--- config.mk ---
export PLATFORM = sky130hd
export DESIGN_NAME = write_buffer
export DESIGN_NICKNAME = d
export VERILOG_FILES = /design/src/logic/wbuf_pkg.sv /design/src/logic/mem_pkg.sv /design/src/logic/dirty_issue.sv /design/src/logic/tx_slots.sv /design/src/logic/wbuf_store.sv /design/src/logic/write_buffer.sv
export VERILOG_INCLUDE_DIRS = /design/src /design/src/include
export SDC_FILE = /design/constraint.sdc
export NUM_CORES = 2
export LEC_CHECK = 0
export BUFFER_PORTS_ARGS = -buffer_cell sky130_fd_sc_hd__buf_2
export CAP_MARGIN = 30
export CORE_ASPECT_RATIO = 1.75
export CORE_MARGIN = 2
export CORE_UTILIZATION = 48
export CTS_BUF_LIST = sky130_fd_sc_hd__clkbuf_4 sky130_fd_sc_hd__clkbuf_8
export DETAILED_ROUTE_END_ITERATION = 10
export HOLD_SLACK_MARGIN = 0.08
export PLACE_DENSITY = 0.66
export SYNTH_ARGS = -nofsm -noshare
export SYNTH_HDL_FRONTEND = slang
export SYNTH_HIERARCHICAL = 1
export SYNTH_SLANG_ARGS = --single-unit
export TNS_END_PERCENT = 30
--- constraint.sdc ---
create_clock -name clk_i -period 14.72 [get_ports clk_i]
set_input_delay 4.416 -clock clk_i [delete_from_list [all_inputs] [get_ports clk_i]]
set_output_delay 4.416 -clock clk_i [all_outputs]
set_load 0.02 [all_outputs]
--- src/include/wbuf_consts.svh ---
// write buffer constants
// widths, buffer depth, transaction slots and the NC I/O window

`ifndef WBUF_CONSTS_SVH
`define WBUF_CONSTS_SVH

// physical address and data word
`define WBUF_PADDR_W  32
`define WBUF_DATA_W   64
`define WBUF_BYTES    8

// byte offset inside a word, and the word tag above it
`define WBUF_OFF_W    3
`define WBUF_TAG_W    (`WBUF_PADDR_W - `WBUF_OFF_W)

// buffer entries and entry pointer width
`define WBUF_DEPTH    8
`define WBUF_PTR_W    3

// in-flight transaction slots and ID width
`define WBUF_MAX_TX   4
`define WBUF_ID_W     2

// half-open window [base, limit) treated as non-cacheable I/O space
`define WBUF_NC_BASE  32'h4000_0000
`define WBUF_NC_LIMIT 32'h5000_0000

`endif

--- src/logic/wbuf_pkg.sv ---
// write buffer types
// entry record, byte masks, pointers, address view and the
// byte-state update commands passed between the buffer blocks

`default_nettype none

`include "wbuf_consts.svh"

package wbuf_pkg;

  // one bit per byte lane of a word
  typedef logic [`WBUF_BYTES-1:0] byte_mask_t;
  typedef logic [`WBUF_PTR_W-1:0] entry_ptr_t;
  typedef logic [`WBUF_ID_W-1:0]  tx_id_t;
  typedef logic [`WBUF_TAG_W-1:0] word_tag_t;

  typedef struct packed {
    word_tag_t               tag;
    logic [`WBUF_OFF_W-1:0] off;
  } addr_fields_t;

  // one address word, seen raw or split into tag and byte offset
  typedef union packed {
    logic [`WBUF_PADDR_W-1:0] raw;
    addr_fields_t             f;
  } wbuf_addr_u;

  // per byte: valid / dirty / in flight
  typedef struct packed {
    byte_mask_t              valid;
    byte_mask_t              dirty;
    byte_mask_t              txblock;
    word_tag_t               tag;
    logic [`WBUF_DATA_W-1:0] data;
  } wbuf_entry_t;

  // bytes handed to the memory side
  typedef struct packed {
    logic       fire;
    entry_ptr_t ptr;
    byte_mask_t mask;
  } send_upd_t;

  // bytes acknowledged by the memory side
  typedef struct packed {
    logic       vld;
    entry_ptr_t ptr;
    byte_mask_t mask;
  } retire_upd_t;

endpackage

`default_nettype wire

--- src/logic/mem_pkg.sv ---
// core and memory port types
// store request from the core, write transaction to memory and
// the acknowledge returned per transaction ID

`default_nettype none

`include "wbuf_consts.svh"

package mem_pkg;

  // store port of the core, grant comes back in the same cycle
  typedef struct packed {
    logic                    req;
    logic [`WBUF_PADDR_W-1:0] addr;
    logic [`WBUF_DATA_W-1:0]  data;
    logic [`WBUF_BYTES-1:0]   be;
  } core_wreq_t;

  // aligned write transaction
  // size: 0 byte, 1 half, 2 word, 3 dword
  typedef struct packed {
    logic                    req;
    logic [`WBUF_PADDR_W-1:0] addr;
    logic [`WBUF_DATA_W-1:0]  data;
    logic [1:0]              size;
    logic                    nc;
    wbuf_pkg::tx_id_t        id;
  } mem_req_t;

  // one-cycle completion pulse
  typedef struct packed {
    logic             vld;
    wbuf_pkg::tx_id_t id;
  } mem_rtrn_t;

endpackage

`default_nettype wire

--- src/logic/dirty_issue.sv ---
// dirty word picker
// round-robin choice of a sendable entry, then the aligned size,
// offset, byte mask and replicated data of its next transaction

`timescale 1ns/1ps
`default_nettype none

`include "wbuf_consts.svh"

module dirty_issue (
  input  logic                                      clk_i,
  input  logic                                      rst_ni,
  input  wbuf_pkg::wbuf_entry_t [`WBUF_DEPTH-1:0] entries_i,
  input  logic                                      nc_pending_i,
  input  logic                                      slot_free_i,
  input  wbuf_pkg::tx_id_t                          tx_id_i,
  input  logic                                      mem_ack_i,
  output mem_pkg::mem_req_t                         mem_req_o,
  output wbuf_pkg::send_upd_t                       send_o
);

  wbuf_pkg::byte_mask_t [`WBUF_DEPTH-1:0] sendable;
  logic [`WBUF_DEPTH-1:0]  has_dirty;
  wbuf_pkg::entry_ptr_t    rr_ptr_q, lock_ptr_q, pick, sel;
  logic                    lock_q, fire;
  wbuf_pkg::byte_mask_t    sel_mask, shifted, size_mask;
  logic [`WBUF_OFF_W-1:0]  off;
  logic [1:0]              size;
  logic [`WBUF_DATA_W-1:0] chosen, lane;
  wbuf_pkg::wbuf_addr_u    tx_addr;

  // words with bytes in flight wait, two TX to one word may reorder
  for (genvar k = 0; k < `WBUF_DEPTH; k++) begin : gen_sendable
    assign sendable[k]  = (|entries_i[k].txblock) ? '0 : entries_i[k].dirty;
    assign has_dirty[k] = |sendable[k];
  end

  //////////////////////////////////////////////////
  // round-robin pick
  //////////////////////////////////////////////////

  // first sendable entry at or after the pointer
  always_comb begin : p_rr
    wbuf_pkg::entry_ptr_t idx;
    pick = rr_ptr_q;
    for (int i = `WBUF_DEPTH-1; i >= 0; i--) begin
      idx = rr_ptr_q + wbuf_pkg::entry_ptr_t'(i);
      if (has_dirty[idx]) begin
        pick = idx;
      end
    end
  end

  // hold the choice while a request waits for its ack
  assign sel      = lock_q ? lock_ptr_q : pick;
  assign sel_mask = sendable[sel];

  //////////////////////////////////////////////////
  // size, mask and data lane
  //////////////////////////////////////////////////

  always_comb begin : p_offset
    off = '0;
    for (int b = `WBUF_BYTES-1; b >= 0; b--) begin
      if (sel_mask[b]) begin
        off = b[`WBUF_OFF_W-1:0];
      end
    end
  end

  assign shifted = sel_mask >> off;

  // largest aligned chunk starting at the lowest dirty byte
  always_comb begin : p_size
    if (sel_mask == 8'hff) begin
      size = 2'd3;
    end else if ((off[1:0] == 2'b00) && (shifted[3:0] == 4'hf)) begin
      size = 2'd2;
    end else if (!off[0] && (shifted[1:0] == 2'b11)) begin
      size = 2'd1;
    end else begin
      size = 2'd0;
    end
  end

  always_comb begin : p_lane
    chosen = entries_i[sel].data >> {off, 3'b000};
    case (size)
      2'd0:    size_mask = 8'h01;
      2'd1:    size_mask = 8'h03;
      2'd2:    size_mask = 8'h0f;
      default: size_mask = 8'hff;
    endcase
    // short writes replicated over all lanes
    case (size)
      2'd0:    lane = {8{chosen[7:0]}};
      2'd1:    lane = {4{chosen[15:0]}};
      2'd2:    lane = {2{chosen[31:0]}};
      default: lane = entries_i[sel].data;
    endcase
  end

  always_comb begin : p_addr
    tx_addr.f.tag = entries_i[sel].tag;
    tx_addr.f.off = off;
  end

  //////////////////////////////////////////////////
  // outputs and state
  //////////////////////////////////////////////////

  assign mem_req_o.req  = (|has_dirty) & slot_free_i;
  assign mem_req_o.addr = tx_addr.raw;
  assign mem_req_o.data = lane;
  assign mem_req_o.size = size;
  assign mem_req_o.nc   = nc_pending_i;
  assign mem_req_o.id   = tx_id_i;

  assign fire        = mem_req_o.req & mem_ack_i;
  assign send_o.fire = fire;
  assign send_o.ptr  = sel;
  assign send_o.mask = size_mask << off;

  always_ff @(posedge clk_i or negedge rst_ni) begin : p_regs
    if (!rst_ni) begin
      rr_ptr_q   <= '0;
      lock_q     <= 1'b0;
      lock_ptr_q <= '0;
    end else begin
      lock_q     <= mem_req_o.req & ~mem_ack_i;
      lock_ptr_q <= sel;
      // next search starts past the served entry
      if (fire) begin
        rr_ptr_q <= sel + 1'b1;
      end
    end
  end

  // outgoing address aligned to the transfer size
  tx_aligned: assert property (
    @(posedge clk_i) disable iff (!rst_ni)
    mem_req_o.req |-> ((mem_req_o.addr[2:0] & ~(3'b111 << mem_req_o.size)) == 3'b000))
    else $error("misaligned write transaction");

endmodule

`default_nettype wire

--- src/logic/tx_slots.sv ---
// transaction slot tracker
// one slot per ID holds the entry and bytes in flight, returns
// queue up and retire one per cycle

`timescale 1ns/1ps
`default_nettype none

`include "wbuf_consts.svh"

module tx_slots (
  input  logic                  clk_i,
  input  logic                  rst_ni,
  input  wbuf_pkg::send_upd_t   send_i,
  input  mem_pkg::mem_rtrn_t    mem_rtrn_i,
  output logic                  slot_free_o,
  output wbuf_pkg::tx_id_t      tx_id_o,
  output wbuf_pkg::retire_upd_t retire_o
);

  logic [`WBUF_MAX_TX-1:0]                    slot_vld_q;
  wbuf_pkg::entry_ptr_t [`WBUF_MAX_TX-1:0] slot_ptr_q;
  wbuf_pkg::byte_mask_t [`WBUF_MAX_TX-1:0] slot_mask_q;
  wbuf_pkg::tx_id_t [`WBUF_MAX_TX-1:0]     fifo_q;
  wbuf_pkg::tx_id_t                        rd_ptr_q, wr_ptr_q, head_id;
  logic [`WBUF_ID_W:0]                     count_q;
  logic                                    fifo_empty, pop;

  //////////////////////////////////////////////////
  // free ID
  //////////////////////////////////////////////////

  always_comb begin : p_free
    tx_id_o = '0;
    for (int i = `WBUF_MAX_TX-1; i >= 0; i--) begin
      if (!slot_vld_q[i]) begin
        tx_id_o = wbuf_pkg::tx_id_t'(i);
      end
    end
  end

  assign slot_free_o = ~(&slot_vld_q);

  //////////////////////////////////////////////////
  // return queue
  //////////////////////////////////////////////////

  // registered head, a return retires one cycle after its push at the earliest
  assign fifo_empty = (count_q == '0);
  assign pop        = ~fifo_empty;
  assign head_id    = fifo_q[rd_ptr_q];

  assign retire_o.vld  = pop;
  assign retire_o.ptr  = slot_ptr_q[head_id];
  assign retire_o.mask = slot_mask_q[head_id];

  // at most one return per slot is ever queued, so no overflow
  always_ff @(posedge clk_i or negedge rst_ni) begin : p_fifo_ctl
    if (!rst_ni) begin
      rd_ptr_q <= '0;
      wr_ptr_q <= '0;
      count_q  <= '0;
    end else begin
      if (mem_rtrn_i.vld) begin
        wr_ptr_q <= wr_ptr_q + 1'b1;
      end
      if (pop) begin
        rd_ptr_q <= rd_ptr_q + 1'b1;
      end
      count_q <= count_q + {{`WBUF_ID_W{1'b0}}, mem_rtrn_i.vld}
                         - {{`WBUF_ID_W{1'b0}}, pop};
    end
  end

  always_ff @(posedge clk_i) begin : p_fifo_mem
    if (mem_rtrn_i.vld) begin
      fifo_q[wr_ptr_q] <= mem_rtrn_i.id;
    end
  end

  //////////////////////////////////////////////////
  // slot table
  //////////////////////////////////////////////////

  always_ff @(posedge clk_i or negedge rst_ni) begin : p_slot_vld
    if (!rst_ni) begin
      slot_vld_q <= '0;
    end else begin
      if (pop) begin
        slot_vld_q[head_id] <= 1'b0;
      end
      if (send_i.fire) begin
        slot_vld_q[tx_id_o] <= 1'b1;
      end
    end
  end

  always_ff @(posedge clk_i) begin : p_slot_data
    if (send_i.fire) begin
      slot_ptr_q[tx_id_o]  <= send_i.ptr;
      slot_mask_q[tx_id_o] <= send_i.mask;
    end
  end

  // memory must only answer IDs that were issued
  rtrn_known: assert property (
    @(posedge clk_i) disable iff (!rst_ni) mem_rtrn_i.vld |-> slot_vld_q[mem_rtrn_i.id])
    else $error("return for an idle transaction slot");

  // a send lands on an idle slot, never on one still in flight or retiring
  no_reuse: assert property (
    @(posedge clk_i) disable iff (!rst_ni) send_i.fire |-> !slot_vld_q[tx_id_o])
    else $error("slot allocated while it is still in use");

endmodule

`default_nettype wire

--- src/logic/wbuf_store.sv ---
// write buffer entry store
// coalesces core byte writes into buffered words, applies NC gating
// and merges send marks and retire clears into the byte states

`timescale 1ns/1ps
`default_nettype none

`include "wbuf_consts.svh"

module wbuf_store (
  input  logic                                      clk_i,
  input  logic                                      rst_ni,
  input  logic                                      cache_en_i,
  input  mem_pkg::core_wreq_t                       core_wreq_i,
  input  wbuf_pkg::send_upd_t                       send_i,
  input  wbuf_pkg::retire_upd_t                     retire_i,
  output logic                                      core_gnt_o,
  output wbuf_pkg::wbuf_entry_t [`WBUF_DEPTH-1:0] entries_o,
  output logic                                      nc_pending_o,
  output logic                                      empty_o
);

  wbuf_pkg::wbuf_entry_t [`WBUF_DEPTH-1:0] entries_d, entries_q;
  logic [`WBUF_DEPTH-1:0] used, hit_oh;
  wbuf_pkg::entry_ptr_t   hit_ptr, free_ptr, wr_ptr;
  wbuf_pkg::wbuf_addr_u   core_addr;
  logic                   full, room, addr_is_nc;
  logic                   nc_pending_d, nc_pending_q;

  //////////////////////////////////////////////////
  // lookup
  //////////////////////////////////////////////////

  assign core_addr.raw = core_wreq_i.addr;

  // an entry is in use while any byte is valid
  for (genvar k = 0; k < `WBUF_DEPTH; k++) begin : gen_flags
    assign used[k]   = |entries_q[k].valid;
    assign hit_oh[k] = used[k] && (entries_q[k].tag == core_addr.f.tag);
  end

  // lowest hit and lowest free entry
  always_comb begin : p_lookup
    hit_ptr  = '0;
    free_ptr = '0;
    for (int k = `WBUF_DEPTH-1; k >= 0; k--) begin
      if (hit_oh[k]) begin
        hit_ptr = wbuf_pkg::entry_ptr_t'(k);
      end
      if (!used[k]) begin
        free_ptr = wbuf_pkg::entry_ptr_t'(k);
      end
    end
  end

  assign full    = &used;
  assign empty_o = ~(|used);
  assign wr_ptr  = (|hit_oh) ? hit_ptr : free_ptr;
  assign room    = (|hit_oh) | ~full;

  // I/O window, or everything when the cache is off
  assign addr_is_nc = ~cache_en_i |
                      ((core_wreq_i.addr >= `WBUF_NC_BASE) &&
                       (core_wreq_i.addr <  `WBUF_NC_LIMIT));

  // NC writes wait for an empty buffer and then hold it alone
  assign core_gnt_o = core_wreq_i.req & room &
                      (empty_o | ~(addr_is_nc | nc_pending_q));

  assign nc_pending_o = nc_pending_q;
  assign entries_o    = entries_q;

  //////////////////////////////////////////////////
  // next state
  //////////////////////////////////////////////////

  always_comb begin : p_update
    entries_d    = entries_q;
    nc_pending_d = nc_pending_q;

    // acked bytes leave flight, clean ones are dropped
    if (retire_i.vld) begin
      entries_d[retire_i.ptr].txblock &= ~retire_i.mask;
      entries_d[retire_i.ptr].valid   &= ~(retire_i.mask & ~entries_q[retire_i.ptr].dirty);
    end

    // sent bytes move from dirty to in flight
    if (send_i.fire) begin
      entries_d[send_i.ptr].dirty   &= ~send_i.mask;
      entries_d[send_i.ptr].txblock |= send_i.mask;
    end

    // core write last, so a byte rewritten in flight stays dirty
    if (core_gnt_o) begin
      nc_pending_d              = addr_is_nc;
      entries_d[wr_ptr].tag     = core_addr.f.tag;
      entries_d[wr_ptr].valid  |= core_wreq_i.be;
      entries_d[wr_ptr].dirty  |= core_wreq_i.be;
      for (int b = 0; b < `WBUF_BYTES; b++) begin
        if (core_wreq_i.be[b]) begin
          entries_d[wr_ptr].data[b*8 +: 8] = core_wreq_i.data[b*8 +: 8];
        end
      end
    end
  end

  always_ff @(posedge clk_i or negedge rst_ni) begin : p_regs
    if (!rst_ni) begin
      entries_q    <= '0;
      nc_pending_q <= 1'b0;
    end else begin
      entries_q    <= entries_d;
      nc_pending_q <= nc_pending_d;
    end
  end

  //////////////////////////////////////////////////
  // assertions
  //////////////////////////////////////////////////

  // one word never sits in two entries
  hit_onehot: assert property (
    @(posedge clk_i) disable iff (!rst_ni) core_wreq_i.req |-> $onehot0(hit_oh))
    else $error("write buffer word tag hits more than one entry");

  // legal triples are 000, 110, 101 and 111
  for (genvar k = 0; k < `WBUF_DEPTH; k++) begin : gen_chk_entry
    for (genvar j = 0; j < `WBUF_BYTES; j++) begin : gen_chk_byte
      byte_state: assert property (
        @(posedge clk_i) disable iff (!rst_ni)
        entries_q[k].valid[j] == (entries_q[k].dirty[j] | entries_q[k].txblock[j]))
        else $error("illegal byte state in entry %0d byte %0d", k, j);
    end
  end

  // slot table and entries must agree on what is in flight
  retire_live: assert property (
    @(posedge clk_i) disable iff (!rst_ni) retire_i.vld |-> |entries_q[retire_i.ptr].valid)
    else $error("retire targets an entry without valid bytes");

endmodule

`default_nettype wire

--- src/logic/write_buffer.sv ---
// coalescing write buffer top
// core store port in, aligned ID-tagged write transactions out,
// completion pulses retire the bytes in flight

`timescale 1ns/1ps
`default_nettype none

`include "wbuf_consts.svh"

module write_buffer (
  input  logic                clk_i,
  input  logic                rst_ni,
  input  logic                cache_en_i,
  input  mem_pkg::core_wreq_t core_wreq_i,
  output logic                core_gnt_o,
  output mem_pkg::mem_req_t   mem_req_o,
  input  logic                mem_ack_i,
  input  mem_pkg::mem_rtrn_t  mem_rtrn_i,
  output logic                empty_o
);

  wbuf_pkg::wbuf_entry_t [`WBUF_DEPTH-1:0] entries;
  wbuf_pkg::send_upd_t                     send;
  wbuf_pkg::retire_upd_t                   retire;
  wbuf_pkg::tx_id_t                        tx_id;
  logic                                    nc_pending;
  logic                                    slot_free;

  // entry array with byte states
  wbuf_store wbuf_store_inst (
    .clk_i        (clk_i),
    .rst_ni       (rst_ni),
    .cache_en_i   (cache_en_i),
    .core_wreq_i  (core_wreq_i),
    .send_i       (send),
    .retire_i     (retire),
    .core_gnt_o   (core_gnt_o),
    .entries_o    (entries),
    .nc_pending_o (nc_pending),
    .empty_o      (empty_o)
  );

  // next transaction out of the dirty bytes
  dirty_issue dirty_issue_inst (
    .clk_i        (clk_i),
    .rst_ni       (rst_ni),
    .entries_i    (entries),
    .nc_pending_i (nc_pending),
    .slot_free_i  (slot_free),
    .tx_id_i      (tx_id),
    .mem_ack_i    (mem_ack_i),
    .mem_req_o    (mem_req_o),
    .send_o       (send)
  );

  // IDs in flight and their retirement
  tx_slots tx_slots_inst (
    .clk_i       (clk_i),
    .rst_ni      (rst_ni),
    .send_i      (send),
    .mem_rtrn_i  (mem_rtrn_i),
    .slot_free_o (slot_free),
    .tx_id_o     (tx_id),
    .retire_o    (retire)
  );

endmodule

`default_nettype wire

Word level (Yosys, flattened, before mapping)

Index checks and enable logic that the tools add are counted.

Input bits: 112
Output and inout bits: 104
Word-level logic and storage cells: 358
Register bits after elaboration: 1,007

Add/sub/neg operators: 12
Bitwise operators: 30
Reductions and logical operators: 50
Eq/ne operators: 13
Muxes and demuxes: 167
Order comparisons: 23
Shift-type cells: 3

Operators with widths:

| cell                                                                     | number |
|---|---|
| 936-bit 2-to-1 mux                                                       | 18 |
| 936-bit bitwise mux                                                      | 15 |
| 117-bit demux with 3-bit select                                          | 15 |
| 117-bit binary-select mux with 3-bit select                              | 7 |
| 109-bit 2-to-1 mux                                                       | 5 |
| 117-bit 2-to-1 mux                                                       | 4 |
| 101-bit 2-to-1 mux                                                       | 3 |
| 29-bit equality test                                                     | 8 |
| 8-bit OR reduction                                                       | 25 |
| 64-bit case mux with 3 select lines                                      | 1 |
| 93-bit 2-to-1 mux                                                        | 2 |
| 64-bit OR reduction                                                      | 2 |
| 3-bit 2-to-1 mux                                                         | 36 |
| 8-bit 2-to-1 mux                                                         | 12 |
| 64-bit 2-to-1 mux                                                        | 1 |
| 64-bit by 6-bit right shift with 32-bit output                           | 1 |
| 56-bit 2-to-1 mux                                                        | 1 |
| 48-bit 2-to-1 mux                                                        | 1 |
| 3-bit by 4-bit < comparator with 1-bit output (second input constant)    | 11 |
| 40-bit 2-to-1 mux                                                        | 1 |
| 8-bit AND                                                                | 4 |
| 32-bit bitwise mux                                                       | 1 |
| 32-bit by 31-bit >= comparator with 1-bit output (second input constant) | 1 |
| 32-bit by 31-bit < comparator with 1-bit output (second input constant)  | 1 |
| other kinds (47)                                                         | 122 |

Longest topological paths before layout

Depth in word-level cells: 74
Mapped depth: 36
Mapped depth without buffers: 28

By module

The synthesis kept the hierarchy.

Modules (own cells, without submodules):

| module      | sequential area each (um^2) | area an instance (um^2) | times used | cells an instance |
|---|---|---|---|---|
| wbuf_store  | 23,447.5                    | 44,594.0                | 1          | 3,890 |
| dirty_issue | 175.2                       | 12,067.8                | 1          | 2,187 |
| tx_slots    | 1,836.8                     | 2,587.5                 | 1          | 150 |

Worst setup path before layout

No wires, ideal clock.

Kind: input-to-output
Start: input core_wreq_i[85] in the netlist's numbering
End: output core_gnt_o
Buffers on the path: 2
Required time: 10,304 ps
Arrival: 6,360 ps
Slack: 3,944 ps
Stages on the path: 8
Cells stage by stage: buf_2 > xor2_1 > or4_1 > nor4_2 > a2bb2o_4 > nor4_2 > a21oi_2 > buf_2

Longest elaborated chain between the ends: 7
Elaborated cells on any way between the ends: 27
Classes of those cells: 2 x order compare; 8 x eq/ne; 7 x bitwise; 10 x reduce/logical

RTL lines:

| element                                                                                                                              | RTL line           | text |
|---|---|---|
| start, declared                                                                                                                      | write_buffer.sv:14 | `input mem_pkg::core_wreq_t core_wreq_i,` |
| 32-bit by 31-bit >= comparator with 1-bit output (no line) / 32-bit by 31-bit < comparator with 1-bit output (equally long branches) | n/a                |  |
| 1-bit logical AND                                                                                                                    | wbuf_store.sv:63   | `` ((core_wreq_i.addr >= `WBUF_NC_BASE) && `` |
| 1-bit OR                                                                                                                             | wbuf_store.sv:62   | `assign addr_is_nc = ~cache_en_i \|` |
| 1-bit OR                                                                                                                             | wbuf_store.sv:68   | `(empty_o \| ~(addr_is_nc \| nc_pending_q));` |
| 1-bit inverter                                                                                                                       | wbuf_store.sv:68   |  |
| 1-bit OR                                                                                                                             | wbuf_store.sv:68   |  |
| 1-bit AND (*)                                                                                                                        | wbuf_store.sv:67   | `assign core_gnt_o = core_wreq_i.req & room &` |
| end, declared                                                                                                                        | write_buffer.sv:15 | `output logic core_gnt_o,` |

Mark *: on every way between the ends. The rest lies on a longest branch, timed or not.

==> results.txt <==
Relative slew margins - 0.259
Number of distinct library cells after synthesis - 129
Global-route wire length before repair - 334 mm
Post-synthesis instance area - 59200 um2
Largest fanout of any net on the critical path - 128
Worst hold path endpoint - wbuf_store_inst/entries_o[607]
Cell types occupying the most area after synthesis - dfrtp_1 40%, mux2_2 11%, nand2_1 8.8%
Number of vias after detailed routing - 51300
Syn_area_per_cell - 9.51 um2
Post CTS Setup Buffer Count - 0
Number of cells traversed by the worst register-to-register path - 24
Synth Warn # - 6
Worst-skew pair later-pin latency - 0.95 ns
MaxCap Viol Count - 0
Overall track demand over capacity in global routing - 0.357
Longest Clk Path Bufs - 3
Detailed-route wire length per cell - 28.3 um
Design Area, Final - 65200 um2
# rows - 170
Area of the core - 123000 um2
Setup repair after global routing missed its margin - false
Fraction of synthesis flops using an asynchronous set or reset pin - 0.948
Placed insts - 7752
Final Max Tran Viols - 0
Cts bufs inserted - 157
Root buffer cell - clkbuf_8
Final cycle utilization of the critical path - 0.972
Layout-stage area growth over the synthesis result - 10.0%
Startpoint of the tightest hold check path - wbuf_store_inst/entries_o[607]
Setup Skew - 0.0829 ns
H-tree Lvls - 4
EDFF count, synth - 52
HPWL Detailed - 158 mm
Status - complete, no violations
Final standard cell utilization of the core - 0.532
Fraction of layout instances using a drive strength above 1 - 0.226
Final Hold Violating Endpoints - 0
Post-detailed-placement cell area - 61500 um2
Number of antenna violations at the first check in global routing - 37
Final setup violation count - 0
# IOs - 216
Worst Hold Class - reg2reg
# port buffers - 212
Post-route DRC violation count - 0
Hold Path Cell Cnt - 1
Startpoint of the worst-slack reg-to-reg timing path - dirty_issue_inst/rr_ptr_q[1]
Clock-pin transition on the worst setup and hold timing paths - 0.06 ns
Total Neg Setup Slack - 0 ns
Post-synth top flop - dfrtp_1
Crit path kind - reg2out
Count of state elements after synthesis - 1007
DRT antenna net count - 0
Total global routing overflow - 0
Avg Vias per Cell - 6.37
Largest net degree at the start of global routing - 175
Fraction of post-synthesis cell area in the top cell type by area - 0.403
Final cell count without fillers - 8062
Critical path data required time - 10.30 ns
Post-layout min period - 14.31 ns
Syn Inst Count - 6227
Y dimension of the die - 469 um
Sinks on Clock Net - 1007
Actual slew at the worst max-slew pin - 1.11 ns
Number of design-rule violations left by the first detailed-router iteration - 5031
Global placement routability congestion - 1.02
Via count of the first global-routing pass - 50800
Kind of launch point of the worst setup path - flop
Sequential cell area fraction in the yosys report - 0.430
WP data arrival - 9.89 ns
Upper clock frequency limit - 69.9 MHz
Reg2reg end - wbuf_store_inst/entries_o[642]
Number of nets in the final layout - 6409
Synthesized Nets - 6349
Capturing element type of the critical path - output pin
CTS tree - built
Total Routed Length - 228 mm
Die area - 126000 um2
Initial Util - 0.484
Largest area contributor in the synthesized netlist - dfrtp_1
Die span in x - 270 um
First-pass DRT Iterations - 6
Setup slack of the worst register-to-register path - 3.46 ns
[through the flow]
stage / hold slack (ns) / worst slack (ns)
final: 0.492 / 0.410
after global routing: 0.510 / 0.0656
after CTS: 0.492 / 0.136
after detailed placement: 0.477 / 1.18
after global placement: 0.468 / 1.29
after floorplan: 0.458 / 3.94
[synthesized netlist by cell type (all sizes together) (24+ instances only)]
library cell / number
nor3: 52
edfxtp: 52
mux2: 608
nand2: 1410
buf: 233
and3: 154
clkbuf: 207
mux4: 66
nor2: 475
dfrtp: 955
a22oi: 26
a31oi: 78
inv: 41
a21oi: 238
nand2b: 24
mux2i: 239
xor2: 216
o21ai: 244
o211ai: 110
or2: 33
a211oi: 36
a311oi: 53
nand3: 141
nand4: 38
xnor2: 27
nor4: 109
or4: 33
and2: 34
[layout by cell type, fill, tap and decap left out, drive strengths merged, types with 22 or more instances in the layout]
cell    instances
nand4          38
mux4           66
buf           339
a31oi          78
edfxtp         52
nor2          475
nand2b         24
nand2        1410
mux2i         239
or4            33
o22ai          22
xor2          216
a211oi         36
o21ai         244
clkbuf        242
dfrtp         955
a21oi         238
and2           34
a22oi          26
o211ai        110
a311oi         53
or2            33
nand3         141
mux2          608
and3          154
inv            56
xnor2          27
nor4          109
nor3           52
[routing by layer]
layer  share of wire  track usage
met1            0.34        0.380
met2            0.47        0.583
met3           0.073       0.0734
met4            0.12        0.354
met5         0.00065     0.000752
[critical path, stage by stage, from the launching register on]
cell and delay (ns):
dfrtp_1 0.64, inv_1 0.38, ha_1 0.38, xnor2_1 0.41
mux4_2 0.58, and2_1 0.20, nor4b_1 0.31, a21oi_1 0.19
mux2_8 0.57, inv_8 0.75, mux2i_1 0.31, o32ai_2 0.16
nor2_1 0.80, a211o_1 0.35, o21a_1 0.79, inv_4 0.40
nor2_1 0.52, a22oi_1 0.25, a32oi_1 0.39, o211ai_1 0.21
buf_2 0.23
[registers in the layout (all words and copies together) (netlist names), 2 cells and up]
name / flops
tx_slots_inst/slot_ptr_q: 12
tx_slots_inst/slot_vld_q: 4
wbuf_store_inst/entries_o: 936
dirty_issue_inst/lock_ptr_q: 3
tx_slots_inst/slot_mask_q: 32
tx_slots_inst/count_q: 3
tx_slots_inst/fifo_q: 8
tx_slots_inst/rd_ptr_q: 2
tx_slots_inst/wr_ptr_q: 2
dirty_issue_inst/rr_ptr_q: 3
[how the worst max path moves through the flow]
stage | slack (ns) | from | cells after the start | to
floorplan | 3.94 | core_wreq_i[85] | 8 | core_gnt_o
global placement | 1.29 | dirty_issue_inst/rr_ptr_q[0] | 19 | mem_req_o[61]
detailed placement | 1.18 | dirty_issue_inst/rr_ptr_q[1] | 20 | mem_req_o[61]
CTS | 0.14 | dirty_issue_inst/rr_ptr_q[0] | 19 | mem_req_o[61]
global route | 0.07 | dirty_issue_inst/rr_ptr_q[0] | 19 | mem_req_o[61]
finish | 0.41 | dirty_issue_inst/rr_ptr_q[1] | 20 | mem_req_o[61]
[cells by family (layout without fill, tap and decap cells)]
kind of cell / after synthesis / in the layout / synth area share
simple gates: 2564 / 2564 / 0.195
mux: 913 / 913 / 0.181
other cells: 0 / 21 / 0
compound gates: 1007 / 1007 / 0.119
xor+xnor: 243 / 243 / 0.0359
flops: 1007 / 1007 / 0.430
buf+inv: 483 / 663 / 0.0368
fa+ha+maj: 10 / 10 / 0.00224
[repair_timing]
action                                  in CTS  in global routing
hold endpoints to repair                     0                  0
endpoints found under the setup margin       0                 37
gates resized for setup                      0                  1
hold buffers                                 0                  0
[area by class of cell]
cell class | count | area (um2)
diodes | 21 | 52.6
clock buffers | 240 | 3010
clock inverters | 39 | 478
fillers | 11200 | 57300
inverters | 43 | 176
multi-input cells | 4737 | 31800
flip-flops and latches | 1007 | 25500
well taps | 1634 | 2040
repair buffers | 341 | 2190
Power is left out: the tool's default activity adds up to more than one toggle a clock period on the data nets, which glitch-free logic cannot reach.
